[src/include/rx_capture_consts.svh]
`ifndef RX_CAPTURE_CONSTS_SVH
`define RX_CAPTURE_CONSTS_SVH

////////////////////////////////////////
// Horizontal capture window
////////////////////////////////////////

// First and last hcount that go into the pixel stream
`define HCAP_FIRST 221
`define HCAP_LAST 1420

////////////////////////////////////////
// Data island framing
////////////////////////////////////////

`define PKT_CLOCKS 32 // One packet, header plus body

////////////////////////////////////////
// Position report characters
////////////////////////////////////////

`define ASCII_CR 13
`define ASCII_LF 10
`define ASCII_ZERO 48
`define ASCII_A 65

`define RPT_DIGITS 4 // Hex digits per 16-bit position

`endif

[src/design/rx_capture_pkg.sv]
`default_nettype none

package rx_capture_pkg;

	////////////////////////////////////////
	// Plain vector types
	////////////////////////////////////////

	typedef logic [10:0] count_t;   // Horizontal or vertical count
	typedef logic [11:0] line_t;    // Line or index as stored in a word
	typedef logic [15:0] pos_t;     // Blanking clocks since vde fell
	typedef logic [3:0]  pkt_cnt_t; // Packets per line
	typedef logic [7:0]  chan_t;
	typedef logic [3:0]  nib_t;
	typedef logic [7:0]  byte_t;

	////////////////////////////////////////
	// Grouped signals
	////////////////////////////////////////

	typedef struct packed {
		chan_t red;
		chan_t green;
		chan_t blue;
	} rgb_t;

	typedef struct packed {
		nib_t aux2;
		nib_t aux1;
		nib_t aux0;
	} aux_in_t;

	// Pixel word sent to the Ethernet side, 48 bits
	typedef struct packed {
		line_t line;
		line_t index;
		rgb_t  rgb;
	} pix_word_t;

	// Aux word, position stamp plus the useful nibble bits
	typedef struct packed {
		pos_t pos;
		nib_t aux2;
		nib_t aux1;
		logic aux0_b2;
	} aux_word_t;

	typedef enum logic [1:0] {
		RPT_IDLE,
		RPT_DIGIT,
		RPT_CR,
		RPT_LF
	} rpt_state_t;

endpackage

`default_nettype wire

[src/design/rx_line_timing.sv]
`default_nettype none

module rx_line_timing (
	input  wire                    rx0_pclk,
	input  wire                    RSTBTN,
	input  wire                    hsync,
	input  wire                    vsync,
	input  wire                    vde,
	output rx_capture_pkg::count_t hcount,
	output rx_capture_pkg::count_t vcount,
	output logic                   hsync_rise,
	output logic                   armed
);

	import rx_capture_pkg::*;

	localparam count_t COUNT_MAX = '1;

	logic hsync_q;
	logic vsync_q;
	logic h_edge;
	logic v_edge;

	assign h_edge = hsync & ~hsync_q;
	assign v_edge = vsync & ~vsync_q;

	////////////////////////////////////////
	// Sync edge detection
	////////////////////////////////////////

	always_ff @(posedge rx0_pclk) begin
		if (RSTBTN) begin
			hsync_q    <= 1'b0;
			vsync_q    <= 1'b0;
			hsync_rise <= 1'b0;
		end else begin
			hsync_q    <= hsync;
			vsync_q    <= vsync;
			hsync_rise <= h_edge; // Lines up with hcount == 0
		end
	end

	////////////////////////////////////////
	// Position counters
	////////////////////////////////////////

	always_ff @(posedge rx0_pclk) begin
		if (RSTBTN) begin
			hcount <= '0;
			vcount <= '0;
		end else begin
			if (h_edge)
				hcount <= '0;
			else
				hcount <= hcount + 1'b1;

			// Frame start wins over line start
			if (v_edge)
				vcount <= '0;
			else if (h_edge)
				vcount <= vcount + 1'b1;
		end
	end

	// Aux capture waits for the first active video after reset
	always_ff @(posedge rx0_pclk) begin
		if (RSTBTN)
			armed <= 1'b0;
		else if (vde)
			armed <= 1'b1;
	end

	// hcount may only come back to zero through a sync edge
	a_hcount_no_wrap: assert property (
		@(posedge rx0_pclk) disable iff (RSTBTN)
		(hcount == COUNT_MAX) |=> hsync_rise
	);

endmodule

`default_nettype wire

[src/design/pixel_capture.sv]
`default_nettype none

`include "rx_capture_consts.svh"

module pixel_capture (
	input  wire                         rx0_pclk,
	input  wire                         RSTBTN,
	input  wire                         vde,
	input  wire rx_capture_pkg::rgb_t   rgb,
	input  wire rx_capture_pkg::count_t hcount,
	input  wire rx_capture_pkg::count_t vcount,
	input  wire                         hsync_rise,
	output logic                        pix_valid,
	output rx_capture_pkg::pix_word_t   pix_word
);

	import rx_capture_pkg::*;

	localparam count_t WIN_FIRST = count_t'(`HCAP_FIRST);
	localparam count_t WIN_LAST  = count_t'(`HCAP_LAST);

	logic  in_win;
	line_t pix_idx; // Position inside the captured part of the line

	assign in_win = vde && (hcount >= WIN_FIRST) && (hcount <= WIN_LAST);

	always_ff @(posedge rx0_pclk) begin
		if (RSTBTN)
			pix_idx <= '0;
		else if (hsync_rise)
			pix_idx <= '0;
		else if (in_win)
			pix_idx <= pix_idx + 1'b1;
	end

	////////////////////////////////////////
	// Output word register
	////////////////////////////////////////

	always_ff @(posedge rx0_pclk) begin
		if (RSTBTN)
			pix_valid <= 1'b0;
		else
			pix_valid <= in_win;
	end

	always_ff @(posedge rx0_pclk) begin
		pix_word.line  <= line_t'(vcount); // Zero extended to 12 bits
		pix_word.index <= pix_idx;
		pix_word.rgb   <= rgb;
	end

	// A strobe always comes from active video one cycle back
	a_valid_needs_vde: assert property (
		@(posedge rx0_pclk) disable iff (RSTBTN)
		pix_valid |-> $past(vde)
	);

endmodule

`default_nettype wire

[src/design/data_island_tracker.sv]
`default_nettype none

`include "rx_capture_consts.svh"

module data_island_tracker (
	input  wire                          rx0_pclk,
	input  wire                          RSTBTN,
	input  wire                          vde,
	input  wire                          ade,
	input  wire rx_capture_pkg::aux_in_t aux,
	input  wire                          armed,
	output logic                         pkt_start,
	output rx_capture_pkg::pos_t         pos,
	output logic                         aux_valid,
	output rx_capture_pkg::aux_word_t    aux_word,
	output rx_capture_pkg::pkt_cnt_t     ade_num
);

	import rx_capture_pkg::*;

	localparam int PKT_W = $clog2(`PKT_CLOCKS);
	localparam logic [PKT_W-1:0] PKT_LAST = PKT_W'(`PKT_CLOCKS - 1);

	logic             vde_q;
	logic             vde_rise;
	logic [PKT_W-1:0] pkt_clk;   // Clock within the current packet
	pkt_cnt_t         pkt_count; // Packets since last vde rise

	assign vde_rise  = vde & ~vde_q;
	assign pkt_start = ade && (pkt_clk == '0);

	////////////////////////////////////////
	// Blanking position
	////////////////////////////////////////

	always_ff @(posedge rx0_pclk) begin
		if (RSTBTN) begin
			vde_q <= 1'b0;
			pos   <= '0;
		end else begin
			vde_q <= vde;
			if (vde)
				pos <= '0;
			else
				pos <= pos + 1'b1;
		end
	end

	////////////////////////////////////////
	// Packet framing
	////////////////////////////////////////

	always_ff @(posedge rx0_pclk) begin
		if (RSTBTN)
			pkt_clk <= '0;
		else if (!ade)
			pkt_clk <= '0;
		else if (pkt_clk == PKT_LAST)
			pkt_clk <= '0;
		else
			pkt_clk <= pkt_clk + 1'b1;
	end

	// Count for the line is handed over when video resumes
	always_ff @(posedge rx0_pclk) begin
		if (RSTBTN) begin
			pkt_count <= '0;
			ade_num   <= '0;
		end else if (vde_rise) begin
			ade_num   <= pkt_count;
			pkt_count <= pkt_start ? pkt_cnt_t'(1) : '0;
		end else if (pkt_start) begin
			pkt_count <= pkt_count + 1'b1;
		end
	end

	////////////////////////////////////////
	// Aux word capture
	////////////////////////////////////////

	always_ff @(posedge rx0_pclk) begin
		if (RSTBTN)
			aux_valid <= 1'b0;
		else
			aux_valid <= ade & armed;
	end

	always_ff @(posedge rx0_pclk) begin
		aux_word.pos     <= pos;
		aux_word.aux2    <= aux.aux2;
		aux_word.aux1    <= aux.aux1;
		aux_word.aux0_b2 <= aux.aux0[2]; // Only bit 2 carries packet data
	end

	// Mid-packet count only follows an ade clock
	a_pkt_clk_range: assert property (
		@(posedge rx0_pclk) disable iff (RSTBTN)
		(pkt_clk != '0) |-> ($past(ade) && (pkt_clk < `PKT_CLOCKS))
	);

endmodule

`default_nettype wire

[src/design/pos_reporter.sv]
`default_nettype none

`include "rx_capture_consts.svh"

module pos_reporter (
	input  wire                       rx0_pclk,
	input  wire                       RSTBTN,
	input  wire                       pkt_start,
	input  wire rx_capture_pkg::pos_t pos,
	output logic                      byte_valid,
	output rx_capture_pkg::byte_t     byte_data
);

	import rx_capture_pkg::*;

	localparam int DIG_W = $clog2(`RPT_DIGITS + 1);
	localparam logic [DIG_W-1:0] DIG_LAST = DIG_W'(`RPT_DIGITS);

	rpt_state_t       state;
	logic [DIG_W-1:0] dig_cnt; // Digits already sent
	pos_t             shift;   // Remaining nibbles, top first

	// Upper case hex digit
	function automatic byte_t hex_char(input nib_t nib);
		byte_t ch;
		if (nib < 4'd10)
			ch = byte_t'(`ASCII_ZERO) + byte_t'(nib);
		else
			ch = byte_t'(`ASCII_A) + byte_t'(nib) - byte_t'(10);
		return ch;
	endfunction

	////////////////////////////////////////
	// Report FSM
	////////////////////////////////////////

	// state names the byte currently on byte_data
	always_ff @(posedge rx0_pclk) begin
		if (RSTBTN) begin
			state      <= RPT_IDLE;
			dig_cnt    <= '0;
			byte_valid <= 1'b0;
		end else begin
			case (state)
				RPT_IDLE: begin
					byte_valid <= 1'b0;
					if (pkt_start) begin
						byte_valid <= 1'b1;
						dig_cnt    <= DIG_W'(1);
						state      <= RPT_DIGIT;
					end
				end
				RPT_DIGIT: begin
					byte_valid <= 1'b1;
					if (dig_cnt == DIG_LAST)
						state <= RPT_CR;
					else
						dig_cnt <= dig_cnt + 1'b1;
				end
				RPT_CR: begin
					byte_valid <= 1'b1;
					state      <= RPT_LF;
				end
				default: begin // RPT_LF, last byte out
					byte_valid <= 1'b0;
					state      <= RPT_IDLE;
				end
			endcase
		end
	end

	// Datapath, follows the FSM decisions above
	always_ff @(posedge rx0_pclk) begin
		case (state)
			RPT_IDLE: begin
				byte_data <= hex_char(pos[15:12]);
				shift     <= pos << 4; // Latch position
			end
			RPT_DIGIT: begin
				if (dig_cnt == DIG_LAST) begin
					byte_data <= byte_t'(`ASCII_CR);
				end else begin
					byte_data <= hex_char(shift[15:12]);
					shift     <= shift << 4;
				end
			end
			RPT_CR:  byte_data <= byte_t'(`ASCII_LF);
			default: byte_data <= byte_data;
		endcase
	end

	a_idle_quiet: assert property (
		@(posedge rx0_pclk) disable iff (RSTBTN)
		(state == RPT_IDLE) |-> !byte_valid
	);

endmodule

`default_nettype wire

[src/design/rx_capture_top.sv]
`default_nettype none

module rx_capture_top (
	input  wire                          rx0_pclk,
	input  wire                          RSTBTN,
	input  wire                          hsync,
	input  wire                          vsync,
	input  wire                          vde,
	input  wire                          ade,
	input  wire rx_capture_pkg::rgb_t    rgb,
	input  wire rx_capture_pkg::aux_in_t aux,
	output wire                          pix_valid,
	output wire rx_capture_pkg::pix_word_t pix_word,
	output wire                          aux_valid,
	output wire rx_capture_pkg::aux_word_t aux_word,
	output wire rx_capture_pkg::pkt_cnt_t  ade_num,
	output wire                          byte_valid,
	output wire rx_capture_pkg::byte_t   byte_data
);

	import rx_capture_pkg::*;

	count_t hcount;
	count_t vcount;
	logic   hsync_rise;
	logic   armed;
	logic   pkt_start;
	pos_t   pos;

	////////////////////////////////////////
	// Line and frame position
	////////////////////////////////////////

	rx_line_timing u_timing (
		.rx0_pclk   (rx0_pclk),
		.RSTBTN     (RSTBTN),
		.hsync      (hsync),
		.vsync      (vsync),
		.vde        (vde),
		.hcount     (hcount),
		.vcount     (vcount),
		.hsync_rise (hsync_rise),
		.armed      (armed)
	);

	pixel_capture u_pixel (
		.rx0_pclk   (rx0_pclk),
		.RSTBTN     (RSTBTN),
		.vde        (vde),
		.rgb        (rgb),
		.hcount     (hcount),
		.vcount     (vcount),
		.hsync_rise (hsync_rise),
		.pix_valid  (pix_valid),  // Pixel FIFO write enable
		.pix_word   (pix_word)
	);

	////////////////////////////////////////
	// Data islands
	////////////////////////////////////////

	data_island_tracker u_island (
		.rx0_pclk  (rx0_pclk),
		.RSTBTN    (RSTBTN),
		.vde       (vde),
		.ade       (ade),
		.aux       (aux),
		.armed     (armed),
		.pkt_start (pkt_start),
		.pos       (pos),
		.aux_valid (aux_valid), // Aux FIFO write enable
		.aux_word  (aux_word),
		.ade_num   (ade_num)
	);

	pos_reporter u_report (
		.rx0_pclk   (rx0_pclk),
		.RSTBTN     (RSTBTN),
		.pkt_start  (pkt_start),
		.pos        (pos),
		.byte_valid (byte_valid),
		.byte_data  (byte_data)
	);

endmodule

`default_nettype wire

[config.mk]
export PLATFORM = sky130hd
export DESIGN_NAME = rx_capture_top
export DESIGN_NICKNAME = d
export VERILOG_FILES = /design/src/design/rx_capture_pkg.sv /design/src/design/rx_line_timing.sv /design/src/design/pixel_capture.sv /design/src/design/data_island_tracker.sv /design/src/design/pos_reporter.sv /design/src/design/rx_capture_top.sv
export VERILOG_INCLUDE_DIRS = /design/src /design/src/include
export SDC_FILE = /design/constraint.sdc
export NUM_CORES = 1
export LEC_CHECK = 0
export ABC_CLOCK_PERIOD_IN_PS = 2900
export BUFFER_PORTS_ARGS = -buffer_cell sky130_fd_sc_hd__buf_2
export CAP_MARGIN = 15
export CORE_MARGIN = 5
export CORE_UTILIZATION = 45
export DETAILED_ROUTE_END_ITERATION = 16
export GPL_TIMING_DRIVEN = 0
export HOLD_SLACK_MARGIN = 0.08
export PLACE_DENSITY = 0.68
export SLEW_MARGIN = 10
export SYNTH_ARGS = -nofsm -noshare
export SYNTH_HDL_FRONTEND = slang
export SYNTH_SLANG_ARGS = --single-unit
[constraint.sdc]
create_clock -name rx0_pclk -period 2.9 [get_ports rx0_pclk]
set_input_delay 0.58 -clock rx0_pclk [delete_from_list [all_inputs] [get_ports rx0_pclk]]
set_output_delay 0.58 -clock rx0_pclk [all_outputs]
set_load 0.03 [all_outputs]
# ---- Word-level counts from Yosys, hierarchy flattened
# Cells that the tools add are included.
dict set report word_totals {
  reg_bits 172
  in_bits 42
  output_inout_bits 88
  word_cells 94
}
dict set report classes {
  addsub 13
  order_cmp 4
  n_eq_ne 7
  mux 17
  bitwise 8
  n_reduce_logical 17
}
# cell n
set ops {}
lappend ops {{case mux 16 bit (2 select lines)} 1}
lappend ops {{2-to-1 mux 8 bit} 3}
lappend ops {{case mux 8 bit (3 select lines)} 1}
lappend ops {{adder 11 x 1 -> 11 bit (second input constant)} 2}
lappend ops {{adder 16 x 1 -> 16 bit (second input constant)} 1}
lappend ops {{adder 7 x 4 -> 8 bit (first input constant)} 2}
lappend ops {{2-to-1 mux 16 bit} 1}
lappend ops {{subtractor 8 x 4 -> 8 bit (second input constant)} 2}
lappend ops {{adder 6 x 4 -> 7 bit (first input constant)} 2}
lappend ops {{adder 12 x 1 -> 12 bit (second input constant)} 1}
lappend ops {{>= comparator 11 x 8 -> 1 bit (second input constant)} 1}
lappend ops {{<= comparator 11 bit (second input constant)} 1}
lappend ops {{OR reduction 2 bit} 5}
lappend ops {{< comparator 4 bit (second input constant)} 2}
lappend ops {{2-to-1 mux 4 bit} 2}
lappend ops {{2-to-1 mux 3 bit} 2}
lappend ops {{case mux 2 bit (3 select lines)} 1}
lappend ops {{case mux 3 bit (2 select lines)} 1}
lappend ops {{adder 5 x 1 -> 5 bit (second input constant)} 1}
lappend ops {{equality test 5 bit (second input constant)} 1}
lappend ops {{logical NOT 5 bit} 1}
lappend ops {{adder 4 x 1 -> 4 bit (second input constant)} 1}
lappend ops {{AND 1 bit} 4}
lappend ops {{2-to-1 mux 2 bit} 2}
lappend ops {{16 further kinds} 25}

# ---- Depth between registers and ports, before layout
dict set report logic_depth {
  depth_word 5
  depth_mapped 7
  ltp_nobuf 6
}

# ---- Cells and area by module
# Synthesis repeated with hierarchy kept, for this count alone.
dict set report hier_totals {
  cells_unflattened 541
  area_unflattened_um2 5891.9
}
# module instances cells_each area_per_inst_um2 seq_area_each_um2
set by_module_without_submodules {}
lappend by_module_without_submodules {data_island_tracker 1 168 1823.0 1121.1}
lappend by_module_without_submodules {pixel_capture 1 131 1637.8 1201.2}
lappend by_module_without_submodules {pos_reporter 1 124 1353.8 690.7}
lappend by_module_without_submodules {rx_line_timing 1 118 1077.3 520.5}

# ---- Worst setup path after synthesis
# OpenSTA, ideal clock, no wires.
dict set report synth_path {
  path_kind {register -> register}
  start {reg u_report.state[1]}
  end {reg u_report.shift[10] (enable)}
  setup_ns 0.398
  arrival_ns 1.791
  required_time_ns 2.502
  path_slack_ns 0.711
  stages_incl_launch_ff 5
  path_buffers 1
  synth_period_minus_slack_ns 2.189
  cell_sequence {dfxtp_1 inv_1 ha_1 clkbuf_1 o21ai_0}
}
dict set report synth_between {
  elab_chain_cells 3
  word_cells_on_any_way 5
  cone_classes {eq/ne: 2; reduce/logical: 3}
}
# element line_no
set synth_lines {}
lappend synth_lines {{from (decl)} pos_reporter.sv:19} ;# rpt_state_t state;
lappend synth_lines {{from (signal assigned)} pos_reporter.sv:40} ;# state <= RPT_IDLE;
lappend synth_lines {{from (signal assigned)} pos_reporter.sv:50} ;# state <= RPT_DIGIT;
lappend synth_lines {{from (signal assigned)} pos_reporter.sv:56} ;# state <= RPT_CR;
lappend synth_lines {{equality test 2 x 1 -> 1 bit or logical NOT 2 bit (tied branches)} pos_reporter.sv:74} ;# case (state)
lappend synth_lines {{inequality test 2 bit (no line) or nonzero test 2 bit (tied branches)} n/a}
lappend synth_lines {{AND reduction 2 bit (no line) *} n/a}
lappend synth_lines {{to (signal assigned)} pos_reporter.sv:77} ;# shift <= pos << 4;
lappend synth_lines {{to (signal assigned)} pos_reporter.sv:84} ;# shift <= shift << 4;
lappend synth_lines {{to (decl)} pos_reporter.sv:21} ;# pos_t shift;
# Mark *: on every way between the ends. The rest lies on a longest branch, timed or not.
# A chain may end at the register's enable or synchronous reset.

# ---- Worst setup path after layout
dict set report layout_path {
  start {reg u_report.state[1]}
  end {reg u_report.shift[4] (enable)}
}
# The elaborated chain is that of the path after synthesis.

==> results.json <==
{
  "hold_viol": 0,
  "grt_pass1_wl_um": 20700,
  "critPathKind": "reg -> reg",
  "stdcell_count": 886,
  "period_minus_slack_ns": 2.21,
  "power.density_nw_per_um2": 721,
  "power.leakage_nw": 3.08,
  "setup_viol": 0,
  "num_vias": 4412,
  "cts_sinks": 167,
  "cts_tree": "done",
  "synthArstFlopShare_pct": 0,
  "grt_max_degree": 17,
  "nets": 759,
  "crit_fanout": 10,
  "cp.buffers_inverters": 3,
  "synth.top_cell.area_share_pct": 49.8,
  "utilization_pct": 56.6,
  "synth_cell_types": 53,
  "synthTopCellsByArea": "dfxtp_1 (50%), edfxtp_1 (9.6%), ha_1 (4.2%)",
  "num_rows": 42,
  "path_delay_family": "buffers and inverters",
  "cts_made_buffers": 17,
  "grt_pass1_vias": 4450,
  "cts-resized-gates": 0,
  "synth_edf_count": 19,
  "setup_tns_ns": 0,
  "required_ns": 3.03,
  "relSlewSlack_pct": 46.7,
  "core_area_um2": 13100,
  "fmax_ghz": 0.453,
  "worstMarginPinSlew_ns": 0.793,
  "place_inst": 854,
  "cp-end-kind": "register",
  "drive_gt1_share_pct": 25.1,
  "drt-wirelength-per-cell_um": 13.8,
  "die_x_um": 125,
  "syn_inst": 552,
  "min_period_over_period_pct": 76.1,
  "synth_top_area_cell": "dfxtp_1",
  "hp-class": "in -> reg",
  "globalRouteTotalUtil_pct": 16.0,
  "clk_transition_reported_paths_ns": 0.06,
  "drc_errors": 0,
  "ys_seq_area_share_pct": 59.4,
  "crit_chain": "inv_1 -> ha_1 -> clkbuf_1 -> nand2_1 -> o21ai_1 -> buf_4",
  "drtAntennaViolNets": 0,
  "dr.pass1.iters": 5,
  "gp_congestion": 0.865,
  "synthToLayoutAreaGrowth_pct": 24.6,
  "antenna_cells": 0,
  "synth_common_cells": "dfxtp_1 (148), nor2_1 (54), nand2_1 (27)",
  "cp.arrival_ns": 2.34,
  "whs_ns": 0.260,
  "post_cts.repair.setup_buffers": 0,
  "drtIter0Drc": 270,
  "clock_skew_ns": 0.00701,
  "antenna_found_initial": 0,
  "initial_utilization_pct": 45.5,
  "synth_area_um2": 5950,
  "htreeDepth": 4,
  "dieArea_um2": 15600,
  "ctsHoldBuffers": 0,
  "pin_count": 130,
  "yosysMostFrequentCell": "dfxtp_1",
  "postLayoutSetupSlackWorst_ns": 0.693,
  "drt-total-wl_um": 12200,
  "max_stage_delay_ns": 0.42,
  "place_ws_ns": 0.677,
  "maxCapViolCount": 0,
  "cp-start-kind": "register",
  "overflow": 0,
  "drv_slew": 0,
  "clk_latency_ns": 0.42,
  "portBuffers": 124,
  "vdd_drop_max_v": 0.000466,
  "cts_root_buffer": "clkbuf_16",
  "ys.flop_type": "dfxtp_1",
  "dieHeight_um": 125,
  "via_per_inst": 4.98,
  "yosys_warnings": 0,
  "slowest_stage": "clkbuf_1",
  "outcome": "finished clean",
  "dp_hpwl_um": 8810,
  "cts_max_path_buffers": 2,
  "rsz0062_at_grt": "no",
  "ys_seq_elements": 167,
  "syn_area_per_cell_um2": 10.8
}
## worst paths after layout
path                     startpoint                     to  slack, ns  depth (start not counted)
hold / removal               aux[6]   u_island.aux_word[3]       0.26                          1
hold reg to reg    u_island.pos[14]  u_island.aux_word[23]       0.36                          0
setup reg to reg  u_report.state[1]      u_report.shift[4]       0.69                          6
setup / recovery  u_report.state[1]      u_report.shift[4]       0.69                          6
## per-layer routing
metal / global-route usage (%) / up-vias / share of wire [%] / wire (µm)
met3: 6.40 / 18 / 6.9 / 843
met2: 27.9 / 125 / 50 / 6170
met5: 0 / - / 0 / 0
met1: 17.8 / 2066 / 41 / 5000
met4: 5.74 / 0 / 1.8 / 218
li1: - / 2203 / - / -
## sequential cells by signal (all words and copies together), names as in the netlist, 2 cells and up
signal,count
u_report.byte_data,7
u_island.pos,16
u_island.aux_word,25
u_island.ade_num,4
u_island.pkt_clk,5
u_report.shift,12
u_island.pkt_count,4
u_report.dig_cnt,3
u_timing.hcount,11
u_pixel.pix_idx,12
u_timing.vcount,11
u_pixel.pix_word,47
u_report.state,2
## power by group
group / internal, mW / leakage (nW) / switching [mW]
clock network: 1.35 / 0.300 / 0.914
logic: 0.179 / 1.36 / 0.342
registers: 2.49 / 1.42 / 0.0684
total: 4.02 / 3.08 / 1.32
## area by class of cell
| class | count | area, µm² |
|---|---|---|
| buffer | 22 | 114 |
| timing repair buffer | 125 | 628 |
| clock inverter | 11 | 105 |
| fill | 1169 | 5670 |
| clock buffer | 21 | 504 |
| sequential | 167 | 3530 |
| tap | 176 | 220 |
| inverter | 24 | 90.1 |
| multi-input combinational | 340 | 2220 |
## worst register-to-register path: stages, from the launching register on
cell and delay [ns]:
dfxtp_1 0.35, inv_1 0.10, ha_1 0.25, clkbuf_1 0.43, nand2_1 0.13, o21ai_1 0.39, buf_4 0.28
## cells by family after synthesis
kind of cell	Yosys count	synth area share [%]
simple gates	196	17.2
flops	167	59.4
compound gates	67	7.05
buf+inv	46	3.43
xor+xnor	36	5.30
fa+ha+maj	20	4.21
mux	19	3.37
other cells	1	0.0630
## stage by stage
step / cell area [µm²] / total power, mW
floorplan: 5950 / 2.95
finish: 7410 / 5.34
CTS: 7410 / 5.40
global placement: 6790 / 3.09
detailed placement: 6800 / 3.12
global route: 7410 / 5.57
## layout by cell type, fill, tap and decap left out, types with 4 or more instances in the layout
cell type / count
a21oi_1: 25
and2_1: 4
buf_2: 127
clkbuf_1: 16
clkbuf_16: 20
dfxtp_1: 148
edfxtp_1: 19
ha_1: 20
inv_1: 24
inv_6: 5
mux2_2: 8
mux2i_1: 11
nand2_1: 27
nand3_1: 22
nand4_1: 15
nand4b_1: 4
nor2_1: 54
nor2b_1: 12
nor3_1: 20
nor4_1: 7
o21ai_0: 13
o31ai_1: 4
o41ai_1: 5
or3_1: 10
xnor2_1: 23
xor2_1: 13
No activity file was read; power rests on OpenSTA's default activity.
